$ cat src/resp_pkg.sv
// response channel package with shared types, register map, queue and serial constants
package resp_pkg;

	// status, address and data words
	typedef logic [31:0] word_t;
	// one ASCII character on the serial line
	typedef logic [7:0] char_t;
	// APB byte address
	typedef logic [4:0] paddr_t;

	// register offsets
	localparam paddr_t REG_STATUS_WORD = 5'h00;
	localparam paddr_t REG_ADDR_WORD = 5'h04;
	localparam paddr_t REG_DATA_PUSH = 5'h08;
	localparam paddr_t REG_CTRL = 5'h0C;
	localparam paddr_t REG_STATE = 5'h10;

	// data word queue
	localparam int FIFO_DEPTH = 4;
	localparam int LEVEL_W = 3;
	localparam int PTR_W = $clog2(FIFO_DEPTH);

	// serial bit timing
	localparam int CLKS_PER_BIT = 8;
	localparam int BIT_CNT_W = $clog2(CLKS_PER_BIT);
	// start bit, eight data bits and one stop bit
	localparam int FRAME_BITS = 10;

	// ASCII codes
	localparam char_t CHAR_S = 8'h53;
	localparam char_t CHAR_0 = 8'h30;
	// 'A' minus ten, added to nibbles 10 to 15
	localparam char_t CHAR_A_OFFSET = 8'h37;

	// hex digits per word
	localparam int NIBBLES_PER_WORD = 8;

endpackage

$ cat src/resp_apb_regs.sv
`timescale 1ns/1ps
// APB register block with header words, data word queue and start command qualification
module resp_apb_regs (
	input  logic             clk,
	input  logic             rst,
	input  logic             psel,
	input  logic             penable,
	input  logic             pwrite,
	input  resp_pkg::paddr_t paddr,
	input  resp_pkg::word_t  pwdata,
	input  logic             busy,
	input  logic             done,
	input  logic             fifo_pop,
	output resp_pkg::word_t  prdata,
	output logic             pready,
	output logic             pslverr,
	output logic             start,
	output resp_pkg::word_t  status_word,
	output resp_pkg::word_t  addr_word,
	output resp_pkg::word_t  fifo_data,
	output logic             fifo_empty
);
	import resp_pkg::*;

	// queue storage and bookkeeping
	word_t fifo_mem [FIFO_DEPTH];
	logic [PTR_W-1:0] wr_ptr;
	logic [PTR_W-1:0] rd_ptr;
	logic [LEVEL_W-1:0] level;
	logic fifo_full;

	// sticky end of response flag
	logic done_flag;

	// access qualification
	logic access;
	logic wr_access;
	logic running;
	logic err;
	logic push_ok;
	logic start_ok;

	assign access = psel & penable;
	assign wr_access = access & pwrite;
	// start pulse counts as running before busy rises
	assign running = busy | start;

	assign fifo_full = (level == LEVEL_W'(FIFO_DEPTH));
	assign fifo_empty = (level == '0);
	// head of queue
	assign fifo_data = fifo_mem[rd_ptr];

	// no wait states
	assign pready = 1'b1;

	// error decode per offset
	always_comb begin
		err = 1'b0;
		case (paddr)
			REG_STATUS_WORD: err = 1'b0;
			REG_ADDR_WORD: err = 1'b0;
			// push refused when full or mid send
			REG_DATA_PUSH: err = pwrite & (fifo_full | running);
			// start refused mid send or with nothing queued
			REG_CTRL: err = pwrite & pwdata[0] & (running | fifo_empty);
			// state is read only
			REG_STATE: err = pwrite;
			default: err = 1'b1;
		endcase
	end

	assign pslverr = access & err;
	assign push_ok = wr_access & ~err & (paddr == REG_DATA_PUSH);
	assign start_ok = wr_access & ~err & (paddr == REG_CTRL) & pwdata[0];

	// read mux
	always_comb begin
		prdata = '0;
		if (access & ~pwrite) begin
			case (paddr)
				REG_STATUS_WORD: prdata = status_word;
				REG_ADDR_WORD: prdata = addr_word;
				// level in 6:4, done in 1, busy in 0
				REG_STATE: prdata = {25'h0, level, 2'b00, done_flag, busy};
				default: prdata = '0;
			endcase
		end
	end

	// header registers
	always_ff @(posedge clk) begin
		if (rst) begin
			status_word <= '0;
			addr_word <= '0;
		end else if (wr_access) begin
			if (paddr == REG_STATUS_WORD)
				status_word <= pwdata;
			if (paddr == REG_ADDR_WORD)
				addr_word <= pwdata;
		end
	end

	// queue write port
	always_ff @(posedge clk) begin
		if (push_ok)
			fifo_mem[wr_ptr] <= pwdata;
	end

	// pointers wrap with the power of two depth
	always_ff @(posedge clk) begin
		if (rst) begin
			wr_ptr <= '0;
			rd_ptr <= '0;
			level <= '0;
		end else begin
			if (push_ok)
				wr_ptr <= wr_ptr + 1'b1;
			if (fifo_pop)
				rd_ptr <= rd_ptr + 1'b1;
			case ({push_ok, fifo_pop})
				2'b10: level <= level + 1'b1;
				2'b01: level <= level - 1'b1;
				default: level <= level;
			endcase
		end
	end

	// start pulse one cycle after the access phase
	always_ff @(posedge clk) begin
		if (rst) begin
			start <= 1'b0;
			done_flag <= 1'b0;
		end else begin
			start <= start_ok;
			if (start_ok)
				done_flag <= 1'b0;
			else if (done)
				done_flag <= 1'b1;
		end
	end

endmodule

$ cat src/resp_hex_formatter.sv
`timescale 1ns/1ps
// hex formatter FSM that turns the header and queued words into an ASCII character stream
module resp_hex_formatter (
	input  logic            clk,
	input  logic            rst,
	input  logic            start,
	input  resp_pkg::word_t status_word,
	input  resp_pkg::word_t addr_word,
	input  resp_pkg::word_t fifo_data,
	input  logic            fifo_empty,
	input  logic            tx_ready,
	output logic            fifo_pop,
	output resp_pkg::char_t tx_byte,
	output logic            tx_valid,
	output logic            busy,
	output logic            done
);
	import resp_pkg::*;

	// state names which word the offered character comes from
	typedef enum logic [2:0] {
		S_IDLE,
		S_SEND_S,
		S_STATUS,
		S_ADDRESS,
		S_DATA
	} state_t;

	state_t state;
	// address held until the status word is out
	word_t addr_q;
	// current word, top nibble is next
	word_t shift;
	// nibbles of the current word already offered
	logic [3:0] nib_cnt;
	logic accept;
	logic word_end;

	// nibble to upper case hex digit
	function automatic char_t hex_char(input logic [3:0] nib);
		char_t c;
		if (nib < 4'd10)
			c = CHAR_0 + {4'h0, nib};
		else
			c = CHAR_A_OFFSET + {4'h0, nib};
		return c;
	endfunction

	// character taken by the serializer this cycle
	assign accept = tx_valid & tx_ready;
	assign word_end = (nib_cnt == 4'(NIBBLES_PER_WORD));
	assign busy = (state != S_IDLE);

	// sequencing
	always_ff @(posedge clk) begin
		// single cycle strobes
		fifo_pop <= 1'b0;
		done <= 1'b0;
		if (rst) begin
			state <= S_IDLE;
			tx_valid <= 1'b0;
			nib_cnt <= '0;
			fifo_pop <= 1'b0;
			done <= 1'b0;
		end else begin
			case (state)
				S_IDLE: begin
					// S goes out first
					if (start) begin
						state <= S_SEND_S;
						tx_valid <= 1'b1;
					end
				end
				S_SEND_S: begin
					if (accept) begin
						state <= S_STATUS;
						nib_cnt <= 4'd1;
					end
				end
				S_STATUS: begin
					if (accept) begin
						if (word_end) begin
							state <= S_ADDRESS;
							nib_cnt <= 4'd1;
						end else begin
							nib_cnt <= nib_cnt + 1'b1;
						end
					end
				end
				S_ADDRESS, S_DATA: begin
					if (accept) begin
						if (!word_end) begin
							nib_cnt <= nib_cnt + 1'b1;
						end else if (fifo_empty) begin
							// last character taken, frame complete
							state <= S_IDLE;
							tx_valid <= 1'b0;
							done <= 1'b1;
						end else begin
							// head word loaded now, drop it from the queue
							state <= S_DATA;
							nib_cnt <= 4'd1;
							fifo_pop <= 1'b1;
						end
					end
				end
				default: begin
					state <= S_IDLE;
					tx_valid <= 1'b0;
				end
			endcase
		end
	end

	// character and word datapath
	always_ff @(posedge clk) begin
		if (state == S_IDLE && start) begin
			shift <= status_word;
			addr_q <= addr_word;
			tx_byte <= CHAR_S;
		end else if (accept) begin
			if (state == S_SEND_S || !word_end) begin
				tx_byte <= hex_char(shift[31:28]);
				shift <= {shift[27:0], 4'h0};
			end else if (state == S_STATUS) begin
				tx_byte <= hex_char(addr_q[31:28]);
				shift <= {addr_q[27:0], 4'h0};
			end else begin
				// next queued word, unused when the queue ran dry
				tx_byte <= hex_char(fifo_data[31:28]);
				shift <= {fifo_data[27:0], 4'h0};
			end
		end
	end

endmodule

$ cat src/resp_top.sv
`timescale 1ns/1ps
// response channel top joining the APB register block, hex formatter and UART transmitter
module resp_top (
	input  logic             clk,
	input  logic             rst,
	input  logic             psel,
	input  logic             penable,
	input  logic             pwrite,
	input  resp_pkg::paddr_t paddr,
	input  resp_pkg::word_t  pwdata,
	output resp_pkg::word_t  prdata,
	output logic             pready,
	output logic             pslverr,
	output logic             txd
);
	import resp_pkg::*;

	// decode to execute
	logic start;
	word_t status_word;
	word_t addr_word;
	word_t fifo_data;
	logic fifo_empty;
	logic fifo_pop;
	logic busy;
	logic done;

	// execute to result
	char_t tx_byte;
	logic tx_valid;
	logic tx_ready;

	resp_apb_regs u_regs (
		.clk         (clk),
		.rst         (rst),
		.psel        (psel),
		.penable     (penable),
		.pwrite      (pwrite),
		.paddr       (paddr),
		.pwdata      (pwdata),
		.busy        (busy),
		.done        (done),
		.fifo_pop    (fifo_pop),
		.prdata      (prdata),
		.pready      (pready),
		.pslverr     (pslverr),
		.start       (start),
		.status_word (status_word),
		.addr_word   (addr_word),
		.fifo_data   (fifo_data),
		.fifo_empty  (fifo_empty)
	);

	resp_hex_formatter u_fmt (
		.clk         (clk),
		.rst         (rst),
		.start       (start),
		.status_word (status_word),
		.addr_word   (addr_word),
		.fifo_data   (fifo_data),
		.fifo_empty  (fifo_empty),
		.tx_ready    (tx_ready),
		.fifo_pop    (fifo_pop),
		.tx_byte     (tx_byte),
		.tx_valid    (tx_valid),
		.busy        (busy),
		.done        (done)
	);

	resp_uart_tx u_tx (
		.clk      (clk),
		.rst      (rst),
		.tx_byte  (tx_byte),
		.tx_valid (tx_valid),
		.tx_ready (tx_ready),
		.txd      (txd)
	);

endmodule

$ cat src/resp_uart_tx.sv
`timescale 1ns/1ps
// UART transmitter sending one 8N1 character at a time on txd
module resp_uart_tx (
	input  logic            clk,
	input  logic            rst,
	input  resp_pkg::char_t tx_byte,
	input  logic            tx_valid,
	output logic            tx_ready,
	output logic            txd
);
	import resp_pkg::*;

	// frame in progress
	logic active;
	// cycles within the current bit
	logic [BIT_CNT_W-1:0] clk_cnt;
	// 0 start, 1 to 8 data, 9 stop
	logic [3:0] bit_idx;
	// data bits still to go, stop bit on top
	logic [8:0] shift;
	logic bit_end;

	// only idle takes a character
	assign tx_ready = ~active;
	assign bit_end = (clk_cnt == BIT_CNT_W'(CLKS_PER_BIT - 1));

	// bit timing and line drive
	always_ff @(posedge clk) begin
		if (rst) begin
			active <= 1'b0;
			clk_cnt <= '0;
			bit_idx <= '0;
			txd <= 1'b1;
		end else if (!active) begin
			if (tx_valid) begin
				// start bit begins on the accept edge
				active <= 1'b1;
				clk_cnt <= '0;
				bit_idx <= '0;
				txd <= 1'b0;
			end
		end else if (bit_end) begin
			clk_cnt <= '0;
			if (bit_idx == 4'(FRAME_BITS - 1)) begin
				// stop bit done, line stays high
				active <= 1'b0;
			end else begin
				bit_idx <= bit_idx + 1'b1;
				txd <= shift[0];
			end
		end else begin
			clk_cnt <= clk_cnt + 1'b1;
		end
	end

	// shift register, LSB first
	always_ff @(posedge clk) begin
		if (!active && tx_valid)
			shift <= {1'b1, tx_byte};
		else if (active && bit_end)
			shift <= {1'b1, shift[8:1]};
	end

endmodule

$ cat config.mk
export PLATFORM = sky130hd
export DESIGN_NAME = resp_top
export DESIGN_NICKNAME = d
export VERILOG_FILES = /design/src/resp_pkg.sv /design/src/resp_apb_regs.sv /design/src/resp_hex_formatter.sv /design/src/resp_top.sv /design/src/resp_uart_tx.sv
export SDC_FILE = /design/constraint.sdc
export NUM_CORES = 1
export LEC_CHECK = 0
export BUFFER_PORTS_ARGS = -buffer_cell sky130_fd_sc_hd__buf_2
export CORE_UTILIZATION = 30
export DETAILED_ROUTE_END_ITERATION = 10
export GPL_TIMING_DRIVEN = 1
export SYNTH_ARGS = -nofsm -noshare
export SYNTH_HDL_FRONTEND = slang
export SYNTH_SLANG_ARGS = --single-unit
export TNS_END_PERCENT = 20
$ cat constraint.sdc
create_clock -name clk -period 3.2 [get_ports clk]
set_input_delay 0.48 -clock clk [delete_from_list [all_inputs] [get_ports clk]]
set_output_delay 0.48 -clock clk [all_outputs]
set_load 0.005 [all_outputs]
==> results of run 1 <==
-- power by group through the flow --
| stage | logic (W) | registers [W] | clock network, W |
|---|---|---|---|
| global route | 0.000299 | 0.00427 | 0.00348 |
| global placement | 0.000260 | 0.00434 | 0 |
| finish | 0.000264 | 0.00426 | 0.00327 |
| CTS | 0.000268 | 0.00426 | 0.00334 |
| floorplan | 0.000149 | 0.00433 | 0 |
| detailed placement | 0.000267 | 0.00434 | 0 |
-- registers in the layout, summed over array words and instances (netlist names), 2 cells and up, named ones only --
signal              count
u_regs.rd_ptr           2
u_tx.clk_cnt            3
u_regs.wr_ptr           2
u_tx.bit_idx            4
u_fmt.nib_cnt           4
u_regs.status_word     32
u_fmt.shift            32
u_fmt.tx_byte           7
u_fmt.addr_q           32
u_regs.level            3
u_regs.addr_word       32
u_regs.fifo_mem       128
u_fmt.state             3
u_tx.shift              8
-- layer usage --
layer	share of wire (%)	vias up
met5	0.083	-
met4	1.2	4
met3	5.1	33
met2	49	171
met1	45	4136
li1	-	4077
-- path summary, 6_finish.rpt --
path | start | slack [ns] | end
setup reg to reg | u_fmt.state[1] | 0.53 | u_regs.level[2]
hold reg to reg | u_regs.addr_word[8] | 0.46 | u_fmt.addr_q[8]
hold / removal | pwdata[15] | 0.18 | u_regs.fifo_mem[2][15]
setup / recovery | u_fmt.state[1] | 0.50 | pslverr
-- cells in the mapped netlist (3+ instances only) --
library cell	n
a211oi_1	6
a21oi_1	90
a222oi_1	5
a22oi_1	28
a31oi_1	4
and2_1	7
and3_1	5
buf_2	18
buf_4	4
clkbuf_1	49
dfxtp_1	101
edfxtp_1	200
ha_1	14
inv_1	20
mux2i_1	5
mux4_2	32
nand2_1	257
nand3_1	33
nor2_1	63
nor3_1	14
nor3b_1	6
nor4_1	5
o211ai_1	3
o21ai_0	72
or3_1	5
or3b_2	4
xnor2_1	7
xor2_1	3
-- final cells by class --
class / count / share of cell area [%]
Tap cell: 532 / 4.58
Sequential cell: 301 / 55.2
Inverter: 21 / 0.542
Multi-Input combinational cell: 703 / 28.8
Clock inverter: 14 / 0.861
Timing Repair Buffer: 102 / 4.58
Clock buffer: 40 / 5.35
Antenna cell: 1 / 0.0172
-- through the flow --
step | power [W] | utilization [%]
6_report | 0.00780 | 35.4
3_5_place_dp | 0.00461 | 33.2
2_1_floorplan | 0.00448 | -
5_1_grt | 0.00805 | 35.4
3_3_place_gp | 0.00460 | 33.2
4_1_cts | 0.00787 | 35.4
-- worst reg2reg max path, stage by stage, from the launching register on --
cell and delay (ns):
dfxtp_1 0.44, nor4_1 0.52, and2_1 0.20, o311a_1 0.32, inv_1 0.08, ha_1 0.21
inv_1 0.09, fa_1 0.19, xor2_1 0.08, or3_1 0.31, a21oi_1 0.16
-- cells by family after synthesis --
family | share of synthesized area [%]
compound gates | 10.5
flops | 63.8
mux | 6.13
fa+ha+maj | 1.55
xor+xnor | 0.696
other cells | 0.0298
simple gates | 14.2
buf+inv | 3.07
==> impl_metrics.toml, run 1 <==
[final_layout]
fin_cells = 1714
final_cell_mix = "257 x nand2_1, 200 x edfxtp_1, 99 x dfxtp_1, 89 x a21oi_1, 75 x buf_2"
layout.area.seq_sq_um = 8030
finalNetCount = 1215
multi_input_area_sq_um = 4190
drive_gt1_share_pct = 16.2
final_common_cell = "nand2_1"
final_cell_area_sq_um = 14500
fill_cells = 4110
syn_to_final_growth_pct = 15.5

[floorplan]
die-area_sq_um = 42800
die_x_um = 207
rows = 74
core-area_sq_um = 41100
start_util_pct = 30.6
chipHeight_um = 207
pin_count = 77

[global_route]
use_met2_pct = 24.6
antenna_found_initial = 2
overflow = 0
grt_pass1_wl_um = 47400
grt_pass1_vias = 8400
grt_use_met1_pct = 18.8
grtUsageMet3_pct = 2.26
busiest_layer = "met2"
grt_use_total_pct = 14.2
grt_start_max_net_pins = 72

[sta]
fmax_mhz = 370
hold_ws_ns = 0.180
skew_ns = 0.0149
hold_viol_final = 0
setup_slack_ns = 0.499
fin_tns_setup_ns = 0
drv_slew = 0
fin_crit_sh_pct = 84.4
period_needed_ns = 2.70
finalSetupViolations = 0
max_slew_margin_pct = 39.9
rsz0062_at_grt = "no"
tightestPinTransition_ns = 0.902

[cts]
holdBufCountCts = 0
clockRootBuffer = "clkbuf_16"
post_cts_resized = 0
cts_tree = "yes"
clk_pin_slew_ns = 0.06
cts_made_buffers = 29
htreeDepth = 1
cts_buffer_depth = 3
cts_sinks = 301
cts_setup_buffers = 0
clock_latency_ns = 0.55

[power]
p_clk_share_pct = 42.0
power_density_nw_per_um2 = 536
leakagePower_nw = 4.65
internal_power_w = 0.00617
ir_worst_vdd_mv = 0.356
seqPwrFrac_pct = 54.6
p_comb_share_pct = 3.4
swShare_pct = 20.8
switchingPower_w = 0.00162

[synth]
synth.area.top_cells = "edfxtp_1 48%, dfxtp_1 16%, nand2_1 7.7%"
synth_top_area_share_pct = 47.7
syn_inst = 1097
synthFlopType = "edfxtp_1"
synth-edff-count = 200
syn-cell-area_sq_um = 12600
synth_seq_cells = 301
synth.distinct_cells = 59
syn-num-nets = 1154
ys_seq_area_share_pct = 63.8
syn_avg_cell_area_sq_um = 11.5
synthArstFlopShare_pct = 0
ys_warn_count = 0
synth_top_area_cell = "edfxtp_1"

[critical_path]
cpMostUsedCell = "a21oi_1"
worstPathRequired_ns = 2.72
worstPathMaxFanout = 15
worstPathArrival_ns = 2.22
crit_chain = "nor4_1 -> nand2_1 -> a21oi_1 -> a21oi_1 -> o21a_1 -> buf_2"
path_delay_family = "simple AND/OR/NAND/NOR gates"
path_buf_inv = 1
crit_path_end_kind = "primary output"
critPathMaxStageDelay_ns = 0.52
r2r_cells = 10
critPathKind = "reg2out"
critPathLaunchType = "register"
cp_num_cells = 6
crit_slowest_cell = "nor4_1"

[placement]
place_congestion = 0.782
dp_worst_setup_slack_ns = 0.256
dpl.cell_count = 1659
io_buffers = 75
dp_hpwl_um = 18800
placed_area_sq_um = 13600

[job]
maxCapViolCount = 0

[routing]
drt_first_pass_iters = 8
route.detailed.drc = 10
num_vias = 8421
drt-initial-drc-count = 679
final_antenna_net_count = 0
viasPerCell = 4.91
wl_per_cell_um = 17.5
routed_wl_um = 30000

[run_status]
status = "finished, violations left"
failed_checks = "design-rule violations"

[worst_hold_path]
hp-class = "in2reg"
holdPathStages = 1
Power figures use the tool's default switching activity.
==> run 2, diff against run 1 <==
==> constraint.sdc (replaced) <==
create_clock -name clk -period 2.3 [get_ports clk]
set_input_delay 0.345 -clock clk [delete_from_list [all_inputs] [get_ports clk]]
set_output_delay 0.345 -clock clk [all_outputs]
set_load 0.005 [all_outputs]
==> impl_metrics.toml, run 2 (synthesized netlist as in run 1, its figures left out) <==
[sta]
max_slew_margin_pct = 59.7
fin_crit_sh_pct = 98.1
hold_viol_final = 0
period_needed_ns = 2.26
fmax_mhz = 443
finalSetupViolations = 0
rsz0062_at_grt = "yes"
drv_slew = 0
tightestPinTransition_ns = 0.599
skew_ns = 0.0203

[routing]
routed_wl_um = 31700
viasPerCell = 4.95
drt-initial-drc-count = 749
dr_wl_met2_um = 15700
wl_met3_um = 1570
wl_met1_um = 14000
wl_per_cell_um = 17.8
top_layer = "met4"
drt_first_pass_iters = 8
num_vias = 8784
final_antenna_net_count = 0
route.detailed.drc = 8

[cts]
clock_latency_ns = 0.56
cts_tree = "yes"
holdBufCountCts = 0
clk_pin_slew_ns = 0.06
cts_made_buffers = 31
cts_buffer_depth = 3
clockRootBuffer = "clkbuf_16"
htreeDepth = 1
cts_sinks = 301

[floorplan]
pin_count = 77
chipHeight_um = 207
die_x_um = 207
die-area_sq_um = 42800
start_util_pct = 30.6
core-area_sq_um = 41100
rows = 74

[power]
ir_worst_vdd_mv = 0.597
power_density_nw_per_um2 = 756
leakagePower_nw = 5.08

[critical_path]
critPathMaxStageDelay_ns = 0.37
crit_slowest_cell = "or3_1"
r2r_cells = 11
critPathKind = "reg2out"
r2r_start = "u_fmt.state[0]"
r2r_setup_slack_ns = 0.11
path_buf_inv = 2
crit_chain = "buf_4 -> or3_1 -> a21oi_1 -> o21a_1 -> buf_2"
worstPathArrival_ns = 1.91
cp_num_cells = 5
worstPathMaxFanout = 5
path_delay_family = "compound AO/OA/AOI/OAI gates"
critPathLaunchType = "register"
crit_path_end_kind = "primary output"
r2r-end = "u_regs.level[2]"
worstPathRequired_ns = 1.96

[final_layout]
top_register = "u_regs.fifo_mem"
utilization_pct = 37.4
drive_gt1_share_pct = 21.0
layout.area.seq_sq_um = 8040
finalNetCount = 1272
largest_reg_flops = 128
final_cell_mix = "257 x nand2_1, 200 x edfxtp_1, 95 x dfxtp_1, 88 x a21oi_1, 75 x buf_2"
syn_to_final_growth_pct = 22.3
final_common_cell = "nand2_1"
multi_input_area_sq_um = 4220
final_cell_area_sq_um = 15400
fill_cells = 3987

[job]
maxCapViolCount = 0

[global_route]
overflow = 0
antenna_found_initial = 1
grt_start_max_net_pins = 70
grt_use_total_pct = 14.7
grt_pass1_vias = 8583
grt_pass1_wl_um = 49000

[run_status]
status = "finished, violations left"
failed_checks = "design-rule violations"

[worst_hold_path]
min_to = "u_regs.fifo_mem[3][11]"
holdPathStages = 1
min_from = "pwdata[11]"
hp-class = "in2reg"

[placement]
place_congestion = 0.798
io_buffers = 75
placed_area_sq_um = 14200
dp_hpwl_um = 20600
## run 2: cell count changes in the layout (fill, tap and decap cells not counted), sizes merged
cell	previous run	this run
diode	1	3
bufinv	2	7
clkinv	10	12
buf	102	156
clkbuf	40	39
clkinvlp	1	0
## run 2: power by group
part | internal, W | leakage, nW | switching [W]
clock | 0.00325 | 0.524 | 0.00205
combinational | 0.000152 | 2.00 | 0.000248
sequential | 0.00587 | 2.56 | 0.0000561
total | 0.00927 | 5.08 | 0.00235
## run 2: routing by layer
layer	global-route usage, %	vias to the layer above
met3	1.63	43
met2	25.7	215
met4	2.63	0
met5	0	-
met1	19.9	4330
li1	-	4196
## run 2: cell type report
type	count	area share [%]
Clock inverter	20	1.76
Tap cell	532	4.33
Clock buffer	38	5.21
Sequential cell	301	52.2
Multi-Input combinational cell	703	27.4
Timing Repair Buffer	157	8.52
Inverter	21	0.512
Antenna cell	3	0.0488
## run 2: worst max-delay path by stage
stage,start,slack (ns),endpoint
global placement,paddr[4],-0.30,u_regs.level[2]
finish,u_regs.level[0],0.04,pslverr
CTS,paddr[4],-0.01,prdata[13]
detailed placement,paddr[4],-0.34,u_regs.level[2]
floorplan,paddr[4],-0.24,u_regs.fifo_mem[2][0]
global route,u_regs.start,-0.06,pslverr
## run 2: what timing repair did
action                                  in CTS  in global routing
resized for setup                            3                 13
cloned                                       0                  1
hold endpoints to repair                     0                  0
setup buffers                                1                  7
pin swaps                                    2                 10
endpoints found under the setup margin       5                 17
## run 2: per-stage QoR
step / worst slack (ns) / cells / hold WS, ns / TNS, ns / power, W
after floorplan: -0.235 / 1097 / 0.431 / -23.48 / 0.00623
after global placement: -0.298 / 1706 / 0.441 / -0.343 / 0.00643
after detailed placement: -0.338 / 1706 / 0.445 / -0.448 / 0.00644
after CTS: -0.0104 / 1765 / 0.0127 / -0.0274 / 0.0117
after global routing: -0.0650 / 1772 / 0.0341 / -0.0938 / 0.0120
final: 0.0439 / 1775 / 0.0348 / 0 / 0.0116
